$ cat src/include/engine_consts.svh
// ------------------------------------------------
// Sizes shared by the engine lane RTL and package.
// Include wherever a field width or depth is needed.
// ------------------------------------------------

`ifndef ENGINE_CONSTS_SVH
`define ENGINE_CONSTS_SVH

// Packet field widths
`define ENGINE_VERTEX_WIDTH 16
`define ENGINE_DATA_WIDTH 32
`define ENGINE_SEQ_WIDTH 16

// Buffering
`define ENGINE_FIFO_DEPTH 16
`define ENGINE_PROG_THRESH 8

// Stand-in processing latency
`define ENGINE_PIPELINE_STAGES 2

`endif

$ cat src/logic/engine_pkg.sv
// ------------------------------------------------
// Packet and FIFO status types for the engine lane.
// Imported by wildcard in each module header.
// ------------------------------------------------

`include "engine_consts.svh"

package engine_pkg;

    // What the engine actually carries
    typedef struct packed {
        logic [`ENGINE_VERTEX_WIDTH-1:0] vertex_id;
        logic [`ENGINE_DATA_WIDTH-1:0]   data;
        logic [`ENGINE_SEQ_WIDTH-1:0]    seq;
    } engine_payload_t;

    // Valid strobe plus payload
    typedef struct packed {
        logic            valid;
        engine_payload_t payload;
    } engine_packet_t;

    // Flags reported by every packet FIFO
    typedef struct packed {
        logic empty;
        logic full;
        logic prog_full;
        logic rd_valid;
    } fifo_status_t;

endpackage

$ cat src/logic/packet_fifo.sv
// ------------------------------------------------
// Synchronous FIFO of engine packets. The write valid
// bit pushes, a pop level reads, and the read packet
// is valid the cycle after an accepted pop.
// ------------------------------------------------

`include "engine_consts.svh"

module packet_fifo
    import engine_pkg::*;
#(
    parameter int DEPTH       = `ENGINE_FIFO_DEPTH,
    parameter int PROG_THRESH = `ENGINE_PROG_THRESH
) (
    input  logic           ap_clk,
    input  logic           areset_template_engine,
    input  engine_packet_t wr_packet,
    input  logic           rd_en,
    output engine_packet_t rd_packet,
    output fifo_status_t   status
);

    localparam int AW = (DEPTH > 1) ? $clog2(DEPTH) : 1;
    localparam int CW = $clog2(DEPTH + 1);

    engine_payload_t mem [DEPTH];

    logic [AW-1:0] wr_ptr;
    logic [AW-1:0] rd_ptr;
    logic [CW-1:0] count;

    logic push;
    logic pop;

    // ------------------------------------------------
    // Flags and accepted operations
    // ------------------------------------------------
    assign status.empty     = (count == '0);
    assign status.full      = (count == CW'(DEPTH));
    assign status.prog_full = (count >= CW'(PROG_THRESH));
    assign status.rd_valid  = rd_packet.valid;

    // Push while full is dropped, pop while empty ignored
    assign push = wr_packet.valid & ~status.full;
    assign pop  = rd_en & ~status.empty;

    // ------------------------------------------------
    // Pointers and occupancy
    // ------------------------------------------------
    always_ff @(posedge ap_clk) begin
        if (areset_template_engine) begin
            wr_ptr          <= '0;
            rd_ptr          <= '0;
            count           <= '0;
            rd_packet.valid <= 1'b0;
        end else begin
            if (push) begin
                wr_ptr <= (wr_ptr == AW'(DEPTH - 1)) ? '0 : wr_ptr + 1'b1;
            end
            if (pop) begin
                rd_ptr <= (rd_ptr == AW'(DEPTH - 1)) ? '0 : rd_ptr + 1'b1;
            end
            count           <= count + CW'(push) - CW'(pop);
            rd_packet.valid <= pop;
        end
    end

    // Storage and read data, no reset needed
    always_ff @(posedge ap_clk) begin
        if (push) begin
            mem[wr_ptr] <= wr_packet.payload;
        end
        if (pop) begin
            rd_packet.payload <= mem[rd_ptr];
        end
    end

    // ------------------------------------------------
    // Checks
    // ------------------------------------------------
    // Upstream back-pressure must keep pushes off a full FIFO
    assert property (@(posedge ap_clk) disable iff (areset_template_engine)
        wr_packet.valid |-> !status.full)
        else $error("packet_fifo: push while full, packet lost");

    assert property (@(posedge ap_clk) disable iff (areset_template_engine)
        !(status.empty && status.full))
        else $error("packet_fifo: empty and full at once");

endmodule

$ cat src/logic/engine_delay_pipeline.sv
// ------------------------------------------------
// Fixed-depth register pipeline standing in for the
// vertex-processing logic; busy flags any live stage.
// ------------------------------------------------

`include "engine_consts.svh"

module engine_delay_pipeline
    import engine_pkg::*;
#(
    parameter int STAGES = `ENGINE_PIPELINE_STAGES
) (
    input  logic           ap_clk,
    input  logic           areset_template_engine,
    input  engine_packet_t in_packet,
    output engine_packet_t out_packet,
    output logic           busy
);

    engine_packet_t stage_q [STAGES];

    // Valid bits reset, payloads just shift
    always_ff @(posedge ap_clk) begin
        if (areset_template_engine) begin
            for (int i = 0; i < STAGES; i++) begin
                stage_q[i].valid <= 1'b0;
            end
        end else begin
            stage_q[0].valid <= in_packet.valid;
            for (int i = 1; i < STAGES; i++) begin
                stage_q[i].valid <= stage_q[i-1].valid;
            end
        end
    end

    always_ff @(posedge ap_clk) begin
        stage_q[0].payload <= in_packet.payload;
        for (int i = 1; i < STAGES; i++) begin
            stage_q[i].payload <= stage_q[i-1].payload;
        end
    end

    assign out_packet = stage_q[STAGES-1];

    always_comb begin
        busy = 1'b0;
        for (int i = 0; i < STAGES; i++) begin
            busy = busy | stage_q[i].valid;
        end
    end

    // Latency is exact and the payload is untouched
    assert property (@(posedge ap_clk) disable iff (areset_template_engine)
        in_packet.valid |-> ##STAGES
            (out_packet.valid && out_packet.payload == $past(in_packet.payload, STAGES)))
        else $error("engine_delay_pipeline: packet did not emerge after STAGES cycles");

endmodule

$ cat src/logic/engine_egress.sv
// ------------------------------------------------
// Egress stage: drains the output FIFO under the
// downstream enable, registers the request port and
// raises done once the whole lane is idle.
// ------------------------------------------------

module engine_egress
    import engine_pkg::*;
(
    input  logic           ap_clk,
    input  logic           areset_template_engine,
    input  logic           request_rd_en,
    input  engine_packet_t fifo_rd_packet,
    output logic           fifo_pop,
    input  logic           in_fifo_empty,
    input  logic           out_fifo_empty,
    input  logic           pipeline_busy,
    output engine_packet_t request_engine_out,
    output logic           done_out
);

    logic request_rd_en_q;
    logic lane_idle;

    // ------------------------------------------------
    // Downstream enable, one cycle late
    // ------------------------------------------------
    always_ff @(posedge ap_clk) begin
        if (areset_template_engine) begin
            request_rd_en_q <= 1'b0;
        end else begin
            request_rd_en_q <= request_rd_en;
        end
    end

    // The FIFO itself ignores a pop while empty
    assign fifo_pop = request_rd_en_q;

    // ------------------------------------------------
    // Request port and done
    // ------------------------------------------------
    assign lane_idle = in_fifo_empty & out_fifo_empty & ~pipeline_busy
                     & ~fifo_rd_packet.valid & ~request_engine_out.valid;

    always_ff @(posedge ap_clk) begin
        if (areset_template_engine) begin
            request_engine_out.valid <= 1'b0;
            done_out                 <= 1'b0;
        end else begin
            request_engine_out.valid <= fifo_rd_packet.valid;
            done_out                 <= lane_idle;
        end
    end

    always_ff @(posedge ap_clk) begin
        request_engine_out.payload <= fifo_rd_packet.payload;
    end

endmodule

$ cat src/logic/engine_pipeline_top.sv
// ------------------------------------------------
// Engine lane top: input register, input FIFO, delay
// pipeline, output FIFO and egress. Packets leave in
// arrival order; done_out rises when all is drained.
// ------------------------------------------------

`include "engine_consts.svh"

module engine_pipeline_top
    import engine_pkg::*;
(
    input  logic           ap_clk,
    input  logic           areset,
    input  engine_packet_t response_engine_in,
    input  logic           response_rd_en,
    input  logic           request_rd_en,
    output engine_packet_t request_engine_out,
    output fifo_status_t   fifo_response_status,
    output logic           done_out
);

    logic           areset_template_engine;
    engine_packet_t response_engine_in_reg;
    logic           response_rd_en_reg;

    engine_packet_t in_rd_packet;
    fifo_status_t   in_status;
    logic           in_pop;
    logic           in_side_empty;

    engine_packet_t pipe_out_packet;
    logic           pipeline_busy;

    engine_packet_t out_rd_packet;
    fifo_status_t   out_status;
    logic           out_pop;

    // ------------------------------------------------
    // Reset and input registering
    // ------------------------------------------------
    always_ff @(posedge ap_clk) begin
        areset_template_engine <= areset;
    end

    always_ff @(posedge ap_clk) begin
        if (areset_template_engine) begin
            response_engine_in_reg.valid <= 1'b0;
            response_rd_en_reg           <= 1'b0;
        end else begin
            response_engine_in_reg.valid <= response_engine_in.valid;
            response_rd_en_reg           <= response_rd_en;
        end
    end

    always_ff @(posedge ap_clk) begin
        response_engine_in_reg.payload <= response_engine_in.payload;
    end

    // Hold input pops while the output FIFO is nearly full
    assign in_pop = response_rd_en_reg & ~out_status.prog_full;

    // Status port, one cycle behind the input FIFO
    always_ff @(posedge ap_clk) begin
        if (areset_template_engine) begin
            fifo_response_status.empty     <= 1'b1;
            fifo_response_status.full      <= 1'b0;
            fifo_response_status.prog_full <= 1'b0;
            fifo_response_status.rd_valid  <= 1'b0;
        end else begin
            fifo_response_status <= in_status;
        end
    end

    // Nothing queued, nothing being written or read on the input side
    assign in_side_empty = in_status.empty & ~in_rd_packet.valid & ~response_engine_in_reg.valid;

    // ------------------------------------------------
    // Lane instances
    // ------------------------------------------------
    packet_fifo #(
        .DEPTH      (`ENGINE_FIFO_DEPTH),
        .PROG_THRESH(`ENGINE_PROG_THRESH)
    ) input_fifo (
        .ap_clk                (ap_clk),
        .areset_template_engine(areset_template_engine),
        .wr_packet             (response_engine_in_reg),
        .rd_en                 (in_pop),
        .rd_packet             (in_rd_packet),
        .status                (in_status)
    );

    engine_delay_pipeline #(
        .STAGES(`ENGINE_PIPELINE_STAGES)
    ) engine_delay_pipeline (
        .ap_clk                (ap_clk),
        .areset_template_engine(areset_template_engine),
        .in_packet             (in_rd_packet),
        .out_packet            (pipe_out_packet),
        .busy                  (pipeline_busy)
    );

    packet_fifo #(
        .DEPTH      (`ENGINE_FIFO_DEPTH),
        .PROG_THRESH(`ENGINE_PROG_THRESH)
    ) output_fifo (
        .ap_clk                (ap_clk),
        .areset_template_engine(areset_template_engine),
        .wr_packet             (pipe_out_packet),
        .rd_en                 (out_pop),
        .rd_packet             (out_rd_packet),
        .status                (out_status)
    );

    engine_egress engine_egress (
        .ap_clk                (ap_clk),
        .areset_template_engine(areset_template_engine),
        .request_rd_en         (request_rd_en),
        .fifo_rd_packet        (out_rd_packet),
        .fifo_pop              (out_pop),
        .in_fifo_empty         (in_side_empty),
        .out_fifo_empty        (out_status.empty),
        .pipeline_busy         (pipeline_busy),
        .request_engine_out    (request_engine_out),
        .done_out              (done_out)
    );

endmodule

$ cat config.mk
export PLATFORM = sky130hd
export DESIGN_NAME = engine_pipeline_top
export DESIGN_NICKNAME = d
export VERILOG_FILES = /design/src/logic/engine_pkg.sv /design/src/logic/packet_fifo.sv /design/src/logic/engine_delay_pipeline.sv /design/src/logic/engine_egress.sv /design/src/logic/engine_pipeline_top.sv
export VERILOG_INCLUDE_DIRS = /design/src /design/src/include
export SDC_FILE = /design/constraint.sdc
export NUM_CORES = 2
export LEC_CHECK = 0
export ABC_AREA = 1
export BUFFER_PORTS_ARGS = -buffer_cell sky130_fd_sc_hd__buf_4
export CORE_MARGIN = 1
export CORE_UTILIZATION = 63
export CTS_CLUSTER_SIZE = 8
export DETAILED_ROUTE_END_ITERATION = 8
export PLACE_DENSITY = 0.79
export SYNTH_ARGS = -nofsm -noshare
export SYNTH_HDL_FRONTEND = slang
export SYNTH_SLANG_ARGS = --single-unit
$ cat constraint.sdc
create_clock -name ap_clk -period 5.5 [get_ports ap_clk]
set_input_delay 0.55 -clock ap_clk [delete_from_list [all_inputs] [get_ports ap_clk]]
set_output_delay 0.55 -clock ap_clk [all_outputs]
set_load 0.1 [all_outputs]
# Word-level counts from Yosys, hierarchy flattened
# Memories as Yosys holds them, arrays and structs flattened. A register that Yosys moved wholly into a read port is not among the register bits.
# Index checks and enable logic that the tools add are counted.
[word_totals]
input_bits = 69
n_memories = 3
ramBits = 2178
reg_bits = 166
[memory_table]
columns = ["name", "depth", "width", "rd", "rd_ports_with_merged_regs", "wr", "line", "rtl"]
rows = [
  ["input_fifo.mem", 16, 64, 1, 1, 1, "packet_fifo.sv:26", "engine_payload_t mem [DEPTH];"],
  ["output_fifo.mem", 16, 64, 1, 1, 1, "packet_fifo.sv:26", ""],
  ["engine_delay_pipeline.stage_q", 2, 65, 2, 0, 2, "engine_delay_pipeline.sv:20", "engine_packet_t stage_q [STAGES];"],
]
[classes]
n_reduce_logical = 2
eq_ne = 6
n_lt_le_gt_ge = 2
n_bitwise = 24
addsub = 8
n_mux = 13
[ops]
columns = ["op", "count"]
rows = [
  ["adder 4 x 1 -> 4 bit, second input constant", 4],
  ["equality test 4 bit, second input constant", 4],
  ["2-to-1 mux 4 bit", 4],
  ["bitwise AND 1 bit", 11],
  ["adder 5 x 1 -> 5 bit", 2],
  ["equality test 5 bit, second input constant", 2],
  [">= comparator 5 x 4 -> 1 bit, second input constant", 2],
  ["zero test 5 bit", 2],
  ["NOT 1 bit", 10],
  ["subtractor 5 x 1 -> 5 bit", 2],
  ["2-to-1 mux 1 bit", 9],
  ["OR 1 bit", 3],
]

# Depth between registers and ports, before layout
[logic_depth]
depth_word = 7
depth_mapped = 16
depth_no_buf = 16

# Modules after synthesis
# From an unflattened synthesis, not the netlist that was laid out.
[unflattened]
cells_unflattened = 9251
area_unflattened_um2 = 99046.2
[by_module_without_submodules]
columns = ["module", "area_each_um2", "instances", "cells_per_inst", "seq_area_each_um2"]
rows = [
  ["packet_fifo (input_fifo)", 46538.4, 1, 4443, 32951.6],
  ["packet_fifo (output_fifo)", 46527.1, 1, 4443, 32951.6],
  ["engine_delay_pipeline", 3115.5, 1, 201, 2602.5],
  ["engine_pipeline_top", 1483.9, 1, 87, 1421.4],
  ["engine_egress", 1381.3, 1, 77, 1341.3],
]

# Worst setup path after synthesis
# No wires, ideal clock.
[synth_path]
path_kind = "reg2reg"
from = "register output_fifo.count[2]"
to = "memory output_fifo.mem[0][0] (netlist bit) (enable)"
path_stages_with_launch = 8
arrival_time_ps = 3764
required_ps = 5014
n_path_buf = 0
synth_period_minus_slack_ps = 4251
path_slack_ps = 1249
cell_sequence = "dfxtp_1 inv_1 ha_1 nand3_1 nand2_1 inv_1 nand2_1 nor2_1"
[synth_between]
elab_chain_len = 5
[synth_rtl]
columns = ["element", "line", "rtl"]
rows = [
  ["start: declaration", "packet_fifo.sv:30", "logic [CW-1:0] count;"],
  ["start signal: assignment", "packet_fifo.sv:63", "count <= count + CW'(push) - CW'(pop);"],
  ["equality test 5 bit", "packet_fifo.sv:39", "assign status.full = (count == CW'(DEPTH));"],
  ["NOT 1 bit", "packet_fifo.sv:44", "assign push = wr_packet.valid & ~status.full;"],
  ["bitwise AND 1 bit", "packet_fifo.sv:44", ""],
  ["via output_fifo.push", "packet_fifo.sv:32", "logic push;"],
  ["2-to-1 mux 1 bit", "packet_fifo.sv:70", "if (push) begin"],
  ["2-to-1 mux 1 bit (implied by the code)", "packet_fifo.sv:71", "mem[wr_ptr] <= wr_packet.payload;"],
  ["end: declaration", "packet_fifo.sv:26", ""],
]
# The timed path passes the listed nets, and every way through them passes these cells.

# Worst setup path after layout
[layout_path]
from = "register output_fifo.count[2]"
to = "register output_fifo.count[4]"
[layout_between]
elab_cells_between_ends = 8
classes_between = "2 x add/sub; 1 x eq/ne; 4 x bitwise; 1 x reduce/logical"
[layout_lines]
columns = ["element", "line", "rtl"]
rows = [
  ["zero test 5 bit", "packet_fifo.sv:38", "assign status.empty = (count == '0);"],
  ["NOT 1 bit", "packet_fifo.sv:45", "assign pop = rd_en & ~status.empty;"],
  ["bitwise AND 1 bit", "packet_fifo.sv:45", ""],
  ["via output_fifo.pop", "packet_fifo.sv:33", "logic pop;"],
  ["subtractor 5 x 1 -> 5 bit", "packet_fifo.sv:63", ""],
]
# The timed path passes the listed nets, and every way through them passes these cells.
# A chain may end at the register's enable or synchronous reset.

==> impl_metrics.csv <==
group,metric,value,unit
layout,final_layout_size_suffix_gt1_share,6.56,%
place,hpwl,120000,um
layout,area_growth,13.7,%
layout,layout.nets,9770,
sta,min_period_over_period,67.4,%
drt,via_per_inst,5.54,
layout,antenna_cells,0,
place,place.gp.congestion,0.807,
setup_path,worstSetupPathType,"flip-flop to flip-flop",
global_routing,track_usage,29.9,%
power,max-vdd-ir-drop,0.000395,V
sta,hold_ws,0.274,ns
logic_synthesis,yosys-top-cells-count,"3139 x nand2_1, 2176 x edfxtp_1, 1969 x inv_1, 1294 x nand3_1, 295 x dfxtp_1",
floorplan,die_area,160000,um^2
layout,multi_input_area,19400,um^2
drt,drt_iter0_drc,7318,
clock_tree,cts_tree,"yes",
global_routing,grt_pass1_wl,364000,um
setup_path,worstReg2RegEnd,"output_fifo.count[4]$_SDFF_PP0_",
logic_synthesis,synth.top_cell.area_share,65.5,%
sta,rsz0062_at_grt,"no",
floorplan,die_x,400,um
clock_tree,path_clk_slew,0.05,ns
drt,met1_length,86100,um
sta,slew-limit-headroom,12.9,%
drt,postRouteAntennaNets,0,
power,powerDensity,419,nW/um^2
global_routing,grt_pass1_vias,67300,
job,drv_cap,0,
logic_synthesis,synth-async-reset-ratio,0,%
sta,timing.setup.tns,0,ns
clock_tree,cts_buffer_depth,4,
layout,reg_top3,"input_fifo.mem x1024, output_fifo.mem x1024, engine_delay_pipeline.stage_q x130",
logic_synthesis,synthesis.area,99800,um^2
logic_synthesis,ys_top_cells_by_area,"edfxtp_1 66%, nand2_1 12%, inv_1 7.4%, nand3_1 6.5%, dfxtp_1 5.9%",
sta,period_needed,3.71,ns
place,port_buffers,138,
logic_synthesis,synth_nets,9527,
min_path,hold_class,"input port to flip-flop",
drt,drc_errors,0,
global_routing,antenna_found_initial,7,
logic_synthesis,ys_types,22,
sta,finalClockSkew,0.0356,ns
floorplan,rows,145,
floorplan,num_io_pins,139,
layout,fillCellCount,9695,
clock_tree,root_buffer,"clkbuf_16",
sta,hold_viol_final,0,
sta,tightest_slew,1.31,ns
setup_path,r2r_cells,15,
logic_synthesis,yosysWarnings,0,
drt,detail_route.first_pass.iterations,9,
floorplan,coreArea,157000,um^2
logic_synthesis,synth_top_area_cell,"edfxtp_1",
sta,worst_slack,1.79,ns
drt,vias,66500,
min_path,whs_path_depth,2,
logic_synthesis,syn_avg_cell_area,10.6,um^2
drt,wl_met3,24100,um
clock_tree,clk_latency,0.94,ns
floorplan,start_util,63.6,%
clock_tree,ctsResizeCount,0,
setup_path,start_kind,"flip-flop",
status,outcome,"finished, final reports clean",
global_routing,grt_overflow_total,0,
drt,routed_wl,237000,um
setup_path,r2r-start,"output_fifo.count[2]$_SDFF_PP0_",
global_routing,grt_max_degree,205,
clock_tree,htreeDepth,5,
layout,ff_latch_area,71300,um^2
setup_path,cp-startpoint,"output_fifo.count[2]$_SDFF_PP0_",
logic_synthesis,ys.flop_type,"edfxtp_1",
power,p_leak,49.3,nW
sta,fmaxAchievable,270,MHz
logic_synthesis,ys_seq_area_share,71.4,%
logic_synthesis,yosysMostFrequentCell,"nand2_1",
clock_tree,cts_sinks,2471,
drt,wl_met2,116000,um
setup_path,cp.arrival,4.50,ns
drt,highest_layer,"met5",
logic_synthesis,ys_ff_latch,2471,
setup_path,crit_path_end,"output_fifo.count[4]$_SDFF_PP0_",
sta,setup_viol,0,
clock_tree,cts-buffers-inserted,359,
floorplan,die_y,400,um
logic_synthesis,synth_cells,9431,
setup_path,worstPathRequired,6.30,ns
place,dp_slack,1.89,ns
sta,slew_viol_final,0,
logic_synthesis,synth-edff-count,2176,
setup_path,rrSetupSlack,1.79,ns
setup_path,cp-end-kind,"flip-flop",
drt,wire_per_inst,19.8,um
setup_path,crit_fanout,38,
==> worst min path at each step <==
stage          slack, ns                                         start                                       endpoint
6_report            0.27                        response_engine_in[58]             response_engine_in_reg[58]$_DFF_P_
5_1_grt             0.25                        response_engine_in[36]             response_engine_in_reg[36]$_DFF_P_
4_1_cts             0.22                         response_engine_in[6]              response_engine_in_reg[6]$_DFF_P_
3_5_place_dp        0.31   engine_delay_pipeline.stage_q[0][6]$_DFF_P_   engine_delay_pipeline.stage_q[0][71]$_DFF_P_
3_3_place_gp        0.31  engine_delay_pipeline.stage_q[0][52]$_DFF_P_  engine_delay_pipeline.stage_q[0][117]$_DFF_P_
2_1_floorplan       0.31  engine_delay_pipeline.stage_q[0][35]$_DFF_P_  engine_delay_pipeline.stage_q[0][100]$_DFF_P_
==> metrics by stage <==
stage,utilization (%),cell area [um^2],power [mW],instances
6_report,72.4,113000,47.6,12000
5_1_grt,72.4,113000,49.1,12000
4_1_cts,72.4,113000,47.6,12000
3_5_place_dp,65.4,103000,27.8,11300
3_3_place_gp,65.4,103000,27.6,11300
2_1_floorplan,-,99800,26.2,9431
==> worst max-delay path: stages (launching register included) <==
cell,delay [ns]
dfxtp_1,0.32
inv_1,0.09
ha_1,0.18
nand3_1,0.19
nand2_1,0.25
clkinv_2,0.69
ha_1,0.62
inv_1,0.05
ha_1,0.21
fa_1,0.43
nand2_1,0.12
a21oi_1,0.09
nor2_1,0.15
nand2_1,0.08
nand2_1,0.08
nor2_1,0.05
==> logic make-up after synthesis <==
kind of cell | count (synthesis) | synth area share, %
and+or+nand+nor | 4525 | 18.7
DFF | 2471 | 71.4
buffers and inverters | 2386 | 9.42
adders and majority gates | 27 | 0.354
AOI/OAI and AO/OA | 18 | 0.0903
xor gates and xnor gates | 4 | 0.0351
==> repair_timing <==
| item | CTS | global route |
|---|---|---|
| hold endpoints to repair | 68 | 0 |
| setup buffers | 0 | 0 |
| hold buffers | 68 | 0 |
==> routing by layer <==
metal / global-route usage [%] / up-vias
met5: 0 / -
met4: 15.5 / 2
met3: 5.52 / 842
met2: 50.1 / 3949
met1: 37.3 / 31400
li1: - / 30300
==> report_power, final <==
part           leakage [nW]  switching (mW)  total (mW)  internal [mW]
registers              22.1           0.742        22.1           21.4
clock network          4.84            7.61        19.9           12.3
logic                  22.3            4.11        5.58           1.47
total                  49.3            12.5        47.6           35.1
==> layout by cell type (no fill, tap or decap), drive strengths merged <==
master          n
a21oi          11
and3            2
buf           228
clkbuf        627
clkinv          8
dfxtp         295
dlygate4sd3    68
edfxtp       2176
fa              2
ha             25
inv          1974
nand2        3139
nand3        1294
nand4           7
nor2           82
nor3b           1
o21ai           7
xor2            4
==> layout make-up <==
cell class	instances	share of cell area, %
Sequential cell	2471	62.8
Multi-Input combinational cell	4574	17.1
Clock buffer	627	8.90
Inverter	1972	6.56
Timing Repair Buffer	296	2.29
Tap cell	2058	2.27
Clock inverter	10	0.0794
(Power assumes the default switching activity.)
